File: src/include/core_logic_defines.svh
`ifndef CORE_LOGIC_DEFINES_SVH
`define CORE_LOGIC_DEFINES_SVH

// Bits carried by one serial byte on any of the three ports
`define BYTE_WIDTH 8

// Counts the bits of a byte, so it must hold BYTE_WIDTH - 1
`define BIT_INDEX_WIDTH 3

// Opcode byte values sent by the host as the first byte of a frame
// Any byte outside this set is treated as a NOP
`define OP_NOP 0
`define OP_READ_STATUS 1
`define OP_ACCESS_RAM 2
`define OP_GRANT_COP 3
`define OP_RESET_BUS 4

`endif

File: src/hdl/core_logic_pkg.sv
`default_nettype none

`include "core_logic_defines.svh"

package core_logic_pkg;

  // Host opcodes, with the same encoding as the opcode byte
  typedef enum logic [2:0] {
    OP_NOP         = 3'(`OP_NOP),
    OP_READ_STATUS = 3'(`OP_READ_STATUS),
    OP_ACCESS_RAM  = 3'(`OP_ACCESS_RAM),
    OP_GRANT_COP   = 3'(`OP_GRANT_COP),
    OP_RESET_BUS   = 3'(`OP_RESET_BUS)
  } host_op_e;

  // Host frame state
  // IDLE while select is high, OPCODE for the first byte, then one of the
  // three data states for the remainder of the frame
  typedef enum logic [2:0] {
    IDLE,
    OPCODE,
    READ_STATUS,
    ACCESS_RAM,
    NOP_DATA
  } host_state_e;

  // Which master currently owns the serial RAM
  typedef enum logic {
    BUS_HOST = 1'b0,
    BUS_COP  = 1'b1
  } bus_mode_e;

endpackage

`default_nettype wire

File: src/hdl/spi_cmd_if.sv
`timescale 1ns/1ps
`default_nettype none

`include "core_logic_defines.svh"

interface spi_cmd_if import core_logic_pkg::*; ();

  // Decoded view of the current host frame
  host_state_e                 state;
  logic [`BIT_INDEX_WIDTH-1:0] bit_index;
  // Oldest bit in the host shift register, used to echo the last byte
  logic                        echo_bit;
  logic                        op_done;
  // Opcode of the frame, valid until the frame_end pulse
  host_op_e                    frame_op;
  logic                        frame_end;

  modport decode (output state, bit_index, echo_bit, op_done, frame_op, frame_end);

  // The router only needs the frame state and the end-of-frame information
  modport exec (input state, frame_op, frame_end);

  // The output mux needs the bit position, the echo bit and the opcode strobe
  modport result (input state, bit_index, echo_bit, op_done);

endinterface

`default_nettype wire

File: src/hdl/bus_route_exec.sv
`timescale 1ns/1ps
`default_nettype none

`include "core_logic_defines.svh"

module bus_route_exec import core_logic_pkg::*; (
  input  logic                   mcu_nss,
  input  logic                   mcu_sck,
  spi_cmd_if.exec                cmd,
  input  logic                   cop_cs_n,
  input  logic                   cop_sclk,
  input  logic                   cop_mosi,
  input  logic                   host_cs_n,
  input  logic                   host_sclk,
  input  logic                   host_mosi,
  output logic                   ram_cs_n,
  output logic                   ram_sclk,
  output logic                   ram_mosi,
  output bus_mode_e              bus_mode,
  output logic [`BYTE_WIDTH-1:0] status_byte
);

  localparam int FRAME_CNT_WIDTH = 4;

  logic [FRAME_CNT_WIDTH-1:0] ram_frames;
  logic                       cop_cs_q;
  logic                       cop_cs_qq;
  logic                       host_route;
  logic                       cop_route;
  logic                       host_ram_end;
  logic                       cop_ram_end;

  // Coprocessor select is only watched for the end of its frames
  always_ff @(posedge mcu_nss or negedge mcu_sck) begin
    if (!mcu_sck) begin
      cop_cs_q  <= 1'b1;
      cop_cs_qq <= 1'b1;
    end else begin
      cop_cs_q  <= cop_cs_n;
      cop_cs_qq <= cop_cs_q;
    end
  end

  // Host gets the RAM only for the payload of an access frame
  assign host_route = (bus_mode == BUS_HOST) && (cmd.state == ACCESS_RAM);
  assign cop_route  = (bus_mode == BUS_COP);

  // A RAM frame counts only if it actually reached the RAM pins
  assign host_ram_end = cmd.frame_end && (cmd.frame_op == OP_ACCESS_RAM) &&
                        (bus_mode == BUS_HOST);
  assign cop_ram_end  = cop_cs_q && !cop_cs_qq && cop_route;

  // Ownership only changes between host frames
  always_ff @(posedge mcu_nss or negedge mcu_sck) begin
    if (!mcu_sck) begin
      bus_mode <= BUS_HOST;
    end else if (cmd.frame_end) begin
      if (cmd.frame_op == OP_GRANT_COP) begin
        bus_mode <= BUS_COP;
      end else if (cmd.frame_op == OP_RESET_BUS) begin
        bus_mode <= BUS_HOST;
      end
    end
  end

  always_ff @(posedge mcu_nss or negedge mcu_sck) begin
    if (!mcu_sck) begin
      ram_frames <= '0;
    end else if (host_ram_end || cop_ram_end) begin
      ram_frames <= ram_frames + 1'b1;
    end
  end

  // Owner in the top bit and frame count in the low nibble
  assign status_byte = {bus_mode == BUS_COP,
                        {(`BYTE_WIDTH - 1 - FRAME_CNT_WIDTH){1'b0}},
                        ram_frames};

  // Pass-through has no clock latency because the pins drive the RAM directly
  always_comb begin
    if (host_route) begin
      ram_cs_n = host_cs_n;
      ram_sclk = host_sclk;
      ram_mosi = host_mosi;
    end else if (cop_route) begin
      ram_cs_n = cop_cs_n;
      ram_sclk = cop_sclk;
      ram_mosi = cop_mosi;
    end else begin
      // Idle RAM bus
      ram_cs_n = 1'b1;
      ram_sclk = 1'b0;
      ram_mosi = 1'b0;
    end
  end

  // Both masters must never be connected to the RAM at once
  a_single_route : assert property (@(posedge mcu_nss) disable iff (!mcu_sck)
    !(host_route && cop_route))
    else $error("host and coprocessor routed to RAM together");

endmodule

`default_nettype wire

File: src/hdl/core_logic.sv
`timescale 1ns/1ps
`default_nettype none

`include "core_logic_defines.svh"

module core_logic import core_logic_pkg::*; (
  input  logic mcu_nss,
  input  logic mcu_sck,
  // Host port, the switch is the slave
  input  logic host_cs_n,
  input  logic host_sclk,
  input  logic host_mosi,
  output logic host_miso,
  // Coprocessor port, the switch is the slave
  input  logic cop_cs_n,
  input  logic cop_sclk,
  input  logic cop_mosi,
  output logic cop_miso,
  // Serial RAM port, the switch is the master
  output logic ram_cs_n,
  output logic ram_sclk,
  output logic ram_mosi,
  input  logic ram_miso
);

  bus_mode_e              bus_mode;
  logic [`BYTE_WIDTH-1:0] status_byte;

  spi_cmd_if i_cmd ();

  spi_cmd_decode i_decode (
    .mcu_nss   (mcu_nss),
    .mcu_sck   (mcu_sck),
    .host_cs_n (host_cs_n),
    .host_sclk (host_sclk),
    .host_mosi (host_mosi),
    .cmd       (i_cmd.decode)
  );

  bus_route_exec i_exec (
    .mcu_nss     (mcu_nss),
    .mcu_sck     (mcu_sck),
    .cmd         (i_cmd.exec),
    .cop_cs_n    (cop_cs_n),
    .cop_sclk    (cop_sclk),
    .cop_mosi    (cop_mosi),
    .host_cs_n   (host_cs_n),
    .host_sclk   (host_sclk),
    .host_mosi   (host_mosi),
    .ram_cs_n    (ram_cs_n),
    .ram_sclk    (ram_sclk),
    .ram_mosi    (ram_mosi),
    .bus_mode    (bus_mode),
    .status_byte (status_byte)
  );

  miso_result i_result (
    .mcu_nss     (mcu_nss),
    .mcu_sck     (mcu_sck),
    .cmd         (i_cmd.result),
    .bus_mode    (bus_mode),
    .status_byte (status_byte),
    .ram_miso    (ram_miso),
    .host_sclk   (host_sclk),
    .host_miso   (host_miso),
    .cop_miso    (cop_miso)
  );

endmodule

`default_nettype wire

File: src/hdl/miso_result.sv
`timescale 1ns/1ps
`default_nettype none

`include "core_logic_defines.svh"

module miso_result import core_logic_pkg::*; (
  input  logic                   mcu_nss,
  input  logic                   mcu_sck,
  spi_cmd_if.result              cmd,
  input  bus_mode_e              bus_mode,
  input  logic [`BYTE_WIDTH-1:0] status_byte,
  input  logic                   ram_miso,
  input  logic                   host_sclk,
  output logic                   host_miso,
  output logic                   cop_miso
);

  logic                   sclk_q;
  logic                   sclk_qq;
  logic                   sclk_fall;
  logic [`BYTE_WIDTH-1:0] status_q;

  // Own sampled copy of the host clock for falling edge detection
  always_ff @(posedge mcu_nss or negedge mcu_sck) begin
    if (!mcu_sck) begin
      sclk_q  <= 1'b0;
      sclk_qq <= 1'b0;
    end else begin
      sclk_q  <= host_sclk;
      sclk_qq <= sclk_q;
    end
  end

  assign sclk_fall = ~sclk_q & sclk_qq;

  // Freeze the status when the opcode is known, so a read sees one value
  always_ff @(posedge mcu_nss) begin
    if (cmd.op_done) begin
      status_q <= status_byte;
    end
  end

  // Host output changes only on falling edges and is stable by the next rise
  always_ff @(posedge mcu_nss or negedge mcu_sck) begin
    if (!mcu_sck) begin
      host_miso <= 1'b0;
    end else if (sclk_fall) begin
      if (cmd.state == READ_STATUS) begin
        host_miso <= status_q[cmd.bit_index];
      end else if (cmd.state == ACCESS_RAM && bus_mode == BUS_HOST) begin
        host_miso <= ram_miso;
      end else begin
        // Echo of the previous byte, LSB first
        host_miso <= cmd.echo_bit;
      end
    end
  end

  // RAM reply goes straight back to the coprocessor while it owns the bus
  assign cop_miso = (bus_mode == BUS_COP) & ram_miso;

endmodule

`default_nettype wire

File: src/hdl/spi_cmd_decode.sv
`timescale 1ns/1ps
`default_nettype none

`include "core_logic_defines.svh"

module spi_cmd_decode import core_logic_pkg::*; (
  input  logic      mcu_nss,
  input  logic      mcu_sck,
  input  logic      host_cs_n,
  input  logic      host_sclk,
  input  logic      host_mosi,
  spi_cmd_if.decode cmd
);

  localparam logic [`BIT_INDEX_WIDTH-1:0] LAST_BIT = `BIT_INDEX_WIDTH'(`BYTE_WIDTH - 1);

  logic                        cs_q;
  logic                        sclk_q;
  logic                        sclk_qq;
  logic                        mosi_q;
  logic                        sclk_rise;
  logic                        byte_done;
  logic [`BYTE_WIDTH-1:0]      shift_q;
  logic [`BIT_INDEX_WIDTH-1:0] bit_cnt;
  host_state_e                 state_q;
  host_op_e                    op_q;
  host_op_e                    next_op;
  logic                        op_done_q;
  logic                        frame_end_q;

  // Map a received opcode byte onto the opcode enum
  function automatic host_op_e decode_op(input logic [`BYTE_WIDTH-1:0] b);
    host_op_e op;
    case (b)
      `BYTE_WIDTH'(`OP_NOP):         op = OP_NOP;
      `BYTE_WIDTH'(`OP_READ_STATUS): op = OP_READ_STATUS;
      `BYTE_WIDTH'(`OP_ACCESS_RAM):  op = OP_ACCESS_RAM;
      `BYTE_WIDTH'(`OP_GRANT_COP):   op = OP_GRANT_COP;
      `BYTE_WIDTH'(`OP_RESET_BUS):   op = OP_RESET_BUS;
      default:                       op = OP_NOP;
    endcase
    return op;
  endfunction

  // Only status reads and RAM access have their own data phase
  function automatic host_state_e op_state(input host_op_e op);
    host_state_e st;
    case (op)
      OP_READ_STATUS: st = READ_STATUS;
      OP_ACCESS_RAM:  st = ACCESS_RAM;
      default:        st = NOP_DATA;
    endcase
    return st;
  endfunction

  // Sample the host lines once per clock, edges come from these copies
  always_ff @(posedge mcu_nss or negedge mcu_sck) begin
    if (!mcu_sck) begin
      cs_q    <= 1'b1;
      sclk_q  <= 1'b0;
      sclk_qq <= 1'b0;
      mosi_q  <= 1'b0;
    end else begin
      cs_q    <= host_cs_n;
      sclk_q  <= host_sclk;
      sclk_qq <= sclk_q;
      mosi_q  <= host_mosi;
    end
  end

  assign sclk_rise = sclk_q & ~sclk_qq;
  assign next_op   = decode_op(shift_q);

  // LSB arrives first, so new bits enter at the top and move down
  always_ff @(posedge mcu_nss or negedge mcu_sck) begin
    if (!mcu_sck) begin
      shift_q <= '0;
    end else if (sclk_rise && !cs_q) begin
      shift_q <= {mosi_q, shift_q[`BYTE_WIDTH-1:1]};
    end
  end

  // Frame FSM with the bit counter and the two strobes
  always_ff @(posedge mcu_nss or negedge mcu_sck) begin
    if (!mcu_sck) begin
      state_q     <= IDLE;
      bit_cnt     <= '0;
      byte_done   <= 1'b0;
      op_q        <= OP_NOP;
      op_done_q   <= 1'b0;
      frame_end_q <= 1'b0;
    end else begin
      op_done_q   <= 1'b0;
      frame_end_q <= 1'b0;
      byte_done   <= 1'b0;
      if (cs_q) begin
        // Select released, close the frame once
        bit_cnt <= '0;
        if (state_q != IDLE) begin
          state_q     <= IDLE;
          frame_end_q <= 1'b1;
        end
      end else begin
        if (state_q == IDLE) begin
          // A frame that ends before its opcode byte counts as a NOP
          state_q <= OPCODE;
          op_q    <= OP_NOP;
        end else if (state_q == OPCODE && byte_done) begin
          state_q   <= op_state(next_op);
          op_q      <= next_op;
          op_done_q <= 1'b1;
        end
        if (sclk_rise) begin
          // Counter wraps by itself at the end of each byte
          bit_cnt   <= bit_cnt + 1'b1;
          byte_done <= (bit_cnt == LAST_BIT);
        end
      end
    end
  end

  assign cmd.state     = state_q;
  assign cmd.bit_index = bit_cnt;
  assign cmd.echo_bit  = shift_q[0];
  assign cmd.op_done   = op_done_q;
  assign cmd.frame_op  = op_q;
  assign cmd.frame_end = frame_end_q;

  // The opcode strobe never lasts beyond one clock
  a_op_done_pulse : assert property (@(posedge mcu_nss) disable iff (!mcu_sck)
    op_done_q |=> !op_done_q)
    else $error("op_done held for more than one clock");

  // A released select always brings the FSM back to IDLE on the next clock
  a_idle_on_release : assert property (@(posedge mcu_nss) disable iff (!mcu_sck)
    cs_q |=> state_q == IDLE)
    else $error("frame state not IDLE after select release");

endmodule

`default_nettype wire

File: config.mk
export PLATFORM = sky130hd
export DESIGN_NAME = core_logic
export DESIGN_NICKNAME = d
export VERILOG_FILES = /design/src/hdl/core_logic_pkg.sv /design/src/hdl/spi_cmd_if.sv /design/src/hdl/bus_route_exec.sv /design/src/hdl/core_logic.sv /design/src/hdl/miso_result.sv /design/src/hdl/spi_cmd_decode.sv
export VERILOG_INCLUDE_DIRS = /design/src /design/src/include
export SDC_FILE = /design/constraint.sdc
export NUM_CORES = 1
export LEC_CHECK = 0
export BUFFER_PORTS_ARGS = -buffer_cell sky130_fd_sc_hd__buf_2
export CAP_MARGIN = 0
export CELL_PAD_IN_SITES_DETAIL_PLACEMENT = 2
export CELL_PAD_IN_SITES_GLOBAL_PLACEMENT = 2
export CORE_AREA = 3 3 72 74
export DETAILED_ROUTE_END_ITERATION = 7
export DIE_AREA = 0 0 75 77
export GPL_TIMING_DRIVEN = 1
export PLACE_DENSITY_LB_ADDON = 0.1
export REMOVE_ABC_BUFFERS = 1
export SLEW_MARGIN = 10
export SYNTH_ARGS = -nofsm -noshare
export SYNTH_HDL_FRONTEND = slang
export SYNTH_HIERARCHICAL = 1
export SYNTH_SLANG_ARGS = --single-unit
File: constraint.sdc
create_clock -name mcu_nss -period 1.55 [get_ports mcu_nss]
set_input_delay 0.31 -clock mcu_nss [delete_from_list [all_inputs] [get_ports mcu_nss]]
set_output_delay 0.31 -clock mcu_nss [all_outputs]
set_load 0.01 [all_outputs]
=== Word level (Yosys, flattened, before mapping) ===
Index checks and enable logic that the tools add are counted.

* Output and inout bits: 5
* Bits in registers: 37
* Logic and storage cells: 89
* Input bits: 9

* $add $sub $neg: 2
* Reductions and logical operators: 19
* Multiplexer cells: 29
* $lt $le $gt $ge: 1
* Equal/unequal tests: 14
* Bitwise operators: 7

{| class="wikitable"
|+ Operators with widths
! cell !! count
|-
| two-way mux 3 bit || 8
|-
| two-way mux 1 bit || 18
|-
| equality test 8 x 2 -> 1 bit, second input constant || 2
|-
| equality test 3 x 2 -> 1 bit, second input constant || 5
|-
| case mux 3 bit (4 select lines) || 1
|-
| equality test 8 x 1 -> 1 bit, second input constant || 1
|-
| equality test 8 x 3 -> 1 bit, second input constant || 1
|-
| logical AND 1 bit || 7
|-
| equality test 3 x 1 -> 1 bit, second input constant || 2
|-
| equality test 3 bit, second input constant || 2
|-
| case mux 3 bit (2 select lines) || 1
|-
| AND reduction 2 bit || 3
|-
| nonzero test 2 bit || 3
|-
| nonzero test 3 bit || 2
|-
| adder 4 x 1 -> 4 bit, second input constant || 1
|-
| < comparator 3 x 4 -> 1 bit, second input constant || 1
|-
| inverter 1 bit || 4
|-
| adder 3 x 1 -> 3 bit, second input constant || 1
|-
| bitwise AND 1 bit || 3
|-
| binary-select mux 1 bit (select 3 bit) || 1
|-
| zero test 3 bit || 1
|-
| zero test 1 bit || 2
|-
| != test 2 bit, second input constant || 1
|-
| logical OR 1 bit || 1
|}

=== Logic depth before layout (Yosys ltp) ===
* Word-level depth: 7
* Gate-level depth with buffers: 5
* Depth with buffers taken out: 4

=== Hierarchy ===
The synthesis kept the hierarchy.

{| class="wikitable"
|+ By module, submodules not included
! module !! sequential area each (µm²) !! cells an instance !! instances !! area an instance (µm²)
|-
| spi_cmd_decode || 601.8 || 75 || 1 || 998.5
|-
| bus_route_exec || 177.7 || 43 || 1 || 439.2
|-
| miso_result || 315.3 || 24 || 1 || 439.2
|}

=== Worst setup path after synthesis ===
No wires, ideal clock.

* Kind: register to register
* From: register i_decode.bit_cnt[0] (netlist: i_decode/cmd.bit_index[0])
* To: register i_result.host_miso
* Path slack: 0.208 ns
* Arrival time: 1.210 ns
* Buffers on the path: 0
* Data required time: 1.418 ns
* Stages on the path, launching flop included: 5
* Clock period less this slack: 1.342 ns
* Setup time: 0.132 ns
* Cells stage by stage: dfrtp_1 mux4_1 mux2i_1 or4_1 o21ai_0

* Word-level cells in the longest chain between the ends: 3

{| class="wikitable"
|+ RTL lines
! element !! RTL line !! text
|-
| from (decl) || spi_cmd_decode.sv:24 || <nowiki>logic [`BIT_INDEX_WIDTH-1:0] bit_cnt;</nowiki>
|-
| from (signal assigned) || spi_cmd_decode.sv:115 || <nowiki>bit_cnt <= bit_cnt + 1'b1;</nowiki>
|-
| binary-select mux 1 bit (select 3 bit) || miso_result.sv:49 || <nowiki>host_miso <= status_q[cmd.bit_index];</nowiki>
|-
| two-way mux 1 bit (implied by the code) || miso_result.sv:49 ||
|-
| two-way mux 1 bit || miso_result.sv:48 || <nowiki>if (cmd.state == READ_STATUS) begin</nowiki>
|-
| to (signal assigned) || miso_result.sv:49 ||
|-
| to (signal assigned) || miso_result.sv:51 || <nowiki>host_miso <= ram_miso;</nowiki>
|-
| to (signal assigned) || miso_result.sv:54 || <nowiki>host_miso <= cmd.echo_bit;</nowiki>
|-
| to (decl) || miso_result.sv:14 || <nowiki>output logic host_miso,</nowiki>
|}

Every way passes these cells. The select of a mux whose other input is x is not followed.
A chain may end at the register's enable or synchronous reset.

=== Worst setup path after layout ===
* From: register i_decode.state_q[1] (netlist: i_decode/cmd.state[1])
* To: output ram_cs_n

* Word-level cells in the longest chain between the ends: 3

{| class="wikitable"
|+ RTL lines
! element !! RTL line !! text
|-
| from (decl) || spi_cmd_decode.sv:25 || <nowiki>host_state_e state_q;</nowiki>
|-
| from (signal assigned) || spi_cmd_decode.sv:109 || <nowiki>state_q <= op_state(next_op);</nowiki>
|-
| equality test 3 x 2 -> 1 bit || bus_route_exec.sv:45 || <nowiki>assign host_route = (bus_mode == BUS_HOST) && (cmd.state == ACCESS_RAM);</nowiki>
|-
| logical AND 1 bit || bus_route_exec.sv:45 ||
|-
| two-way mux 1 bit || bus_route_exec.sv:81 || <nowiki>if (host_route) begin</nowiki>
|-
| to (decl) || core_logic.sv:20 || <nowiki>output logic ram_cs_n,</nowiki>
|}

Every way passes these cells.

==> summary.txt <==
Outcome
  – Outcome: complete, but fails checks
  – Failing checks: negative setup slack

Critical path
  – CP startpoint kind: flip-flop
  – Crit path arrival time: 1.29 ns
  – Worst setup EP type: output port
  – Crit-path max FO: 3
  – CP Class: reg -> out
  – CP Data Required Time: 1.24 ns

Detailed routing
  – DR pass1 iterations: 4
  – Vias: 1194
  – Routed length per instance: 18.0 um
  – DRC violations left: 0
  – Detail Route Antenna Nets: 0
  – Initial drt markers: 37
  – Drt via density: 5.35
  – Post-Route WL: 4010 um

Die
  – Die H: 77 um
  – Die ar.: 0.00578 mm^2
  – Die W: 75 um
  – Num rows: 25
  – Core area: 0.00466 mm^2
  – Initial core utilization: 40.3%
  – Io pins: 14

Power
  – Worst VDD drop: 0.596 mV
  – P_leak: 0.965 nW
  – Cell Pwr Density: 1080 mW/mm^2
  – Design Power: 2.33 mW

Global route
  – Global route overflow: 0
  – Vias in the first global route: 1344
  – First-pass GRT wire length: 6870 um
  – Total track usage: 15.7%
  – Initial antenna violation count: 0
  – Largest net degree at the start of global routing: 35

CTS
  – TritonCTS Buffers: 5
  – # hold bufs at CTS: 0
  – Max clock buf depth: 2
  – Clock sinks: 42
  – Reg clk slew, reported paths: 0.08 ns
  – CTS root buffer: clkbuf_8
  – Clk_lat worst skew: 0.29 ns
  – CTS tree: built
  – Max H-tree Level: 2

Final layout
  – Fin util: 46.4%
  – Layout cells sized above 1: 34.3%
  – Reg area: 0.00110 mm^2
  – Fillers: 481
  – Commonest non-fill, non-tap cell in the layout: dfrtp_1
  – Area Overhead vs Synth: 15.1%
  – Final Non-Filler Cells: 223
  – Cell area after layout: 0.00216 mm^2
  – Multi-input gate area: 734 um^2
  – Most frequent cells in the layout: dfrtp_1, buf_2, mux2_2, buf_4
  – Ant. Diodes: 0
  – Final net count: 180

Timing
  – RSZ-0062 raised after global routing: true
  – Final WS setup: -0.0518 ns
  – Clock Skew: 0.0110 ns
  – F_max: 624 MHz
  – Final hold violation count: 0
  – Final min period: 1.60 ns
  – Final critical-path share of the clock period: 103%
  – # setup viols final: 3
  – Final Max Slew Viols: 0

Logic synthesis
  – Cell Area, Synth: 0.00188 mm^2
  – Yosys reg bits: 42
  – Mean Syn Cell Area: 13.2 um^2
  – Synth warn: 6
  – Register area share after synthesis: 58.3%
  – Post-Synthesis Cells: 142
  – Synth unique cells: 43

Placed design
  – DP Area: 0.00202 mm^2
  – Number of port buffers: 13
  – DP Cell Count: 210
  – RePlAce Congestion: 0.681
  – HPWL Detailed: 2650 um
  – Pre-CTS setup slack: 0.0570 ns

Worst hold path
  – HP Class: in -> async

Job
  – Max Cap Violations: 0
-- final cells by class --
cell class | instances | share of cell area (%)
flip-flops and latches | 42 | 50.8
multi-input cells | 91 | 34.0
repair buffers | 24 | 7.59
clock buffers | 6 | 3.36
well taps | 54 | 3.13
inverters | 4 | 0.695
clock inverters | 2 | 0.405
-- cells by family (layout without fill, tap and decap cells) --
kind of cell               count (synthesis)  in the layout  synth area share (%)
DFF                                       42             42                  58.3
adders and majority gates                  3              3                  2.00
other                                      1              3                 0.200
and+or+nand+nor                           44             44                  16.2
AOI/OAI and AO/OA                         22             22                  7.20
muxes                                     15             15                  10.3
xor gates and xnor gates                   4              4                  1.87
buffers and inverters                     11             36                  3.87
-- worst max-delay path, cell delays in order, from the launching register on --
cell	delay, ns
dfrtp_2	0.41
and3b_2	0.24
buf_6	0.12
a21oi_2	0.09
buf_2	0.13
-- report_power, final --
group          total, mW  internal [mW]  switching, mW  leakage [nW]
clock              0.676          0.310          0.366        0.0426
combinational      0.281          0.149          0.131         0.412
sequential          1.37           1.24          0.137         0.510
-- per-layer routing --
layer	track usage [%]	share of wire, %	up-vias
li1	-	-	556
met1	20.4	44	614
met2	25.1	52	17
met3	4.59	3.1	7
met4	4.45	1.1	0
met5	0	0	-
-- sequential cells by signal (all words and copies together), names as in the netlist, 3 cells and up --
register / count
i_decode/shift_q: 8
i_result/status_q: 8
i_exec/ram_frames: 4
i_decode/cmd.bit_index: 3
i_decode/cmd.frame_op: 3
i_decode/cmd.state: 3
-- path summary, 6_finish.rpt --
check                                                  start                                    end  slack [ns]  cells past startpoint
max in group asynchronous                            mcu_sck            i_exec/bus_mode$_DFFE_PN0P_        1.16                      2
hold / removal                                       mcu_sck  i_decode/cmd.bit_index[2]$_DFFE_PN0P_        0.04                      2
setup reg to reg           i_decode/cmd.state[2]$_DFFE_PN0P_   i_decode/cmd.frame_op[2]$_DFFE_PN0P_        0.06                      6
hold reg to reg                    i_exec/cop_cs_q$_DFF_PN1_             i_exec/cop_cs_qq$_DFF_PN1_        0.37                      0
setup / recovery           i_decode/cmd.state[1]$_DFFE_PN0P_                               ram_cs_n       -0.05                      4
min in group mcu_nss                                cop_cs_n              i_exec/cop_cs_q$_DFF_PN1_        0.12                      1
-- synth_stat cells --
master | count | area (um^2)
nor2_8 | 1 | 20.0
nand2b_1 | 4 | 25.0
nand4b_1 | 2 | 17.5
o22ai_1 | 1 | 6.26
nor3_1 | 2 | 10.0
a221oi_1 | 1 | 8.76
ha_1 | 3 | 37.5
dfrtp_1 | 31 | 776
o21ai_0 | 8 | 40.0
a22o_1 | 1 | 8.76
nand4bb_4 | 1 | 27.5
buf_4 | 4 | 30.0
clkbuf_2 | 1 | 5.00
dfstp_2 | 3 | 78.8
inv_1 | 3 | 11.3
and3b_1 | 1 | 8.76
nor2b_1 | 3 | 18.8
xor2_1 | 4 | 35.0
nor2_1 | 8 | 30.0
conb_1 | 1 | 3.75
a31oi_1 | 1 | 6.26
buf_6 | 2 | 22.5
o32ai_1 | 1 | 8.76
or3_4 | 1 | 11.3
mux2i_1 | 4 | 40.0
and2_1 | 2 | 12.5
nor3_2 | 1 | 10.0
or4_1 | 1 | 7.51
nand3_1 | 6 | 30.0
clkinv_1 | 1 | 3.75
mux2_2 | 9 | 101
edfxtp_1 | 8 | 240
or2b_2 | 2 | 17.5
o21ai_1 | 5 | 25.0
mux4_1 | 2 | 52.6
o2bb2ai_1 | 1 | 8.76
nand3b_1 | 1 | 7.51
nand2_1 | 6 | 22.5
a21oi_1 | 1 | 5.00
o211a_1 | 1 | 10.0
o31ai_1 | 1 | 7.51
or3_1 | 1 | 6.26
nor4_4 | 1 | 21.3
-- stage by stage --
step / hold WS [ns] / TNS, ns
after detailed placement: 0.360 / 0
after global routing: 0.0677 / -0.407
after floorplan: 0.0144 / 0
after CTS: 0.0544 / -0.182
after global placement: 0.357 / 0
final: 0.0418 / -0.144
-- timing repair --
action                                  in CTS  in global routing
pin swaps                                    1                  2
setup buffers                                3                  2
gates resized for setup                      7                  8
endpoints found under the setup margin       3                  4
Note: power is estimated with default switching activity, not from simulation.
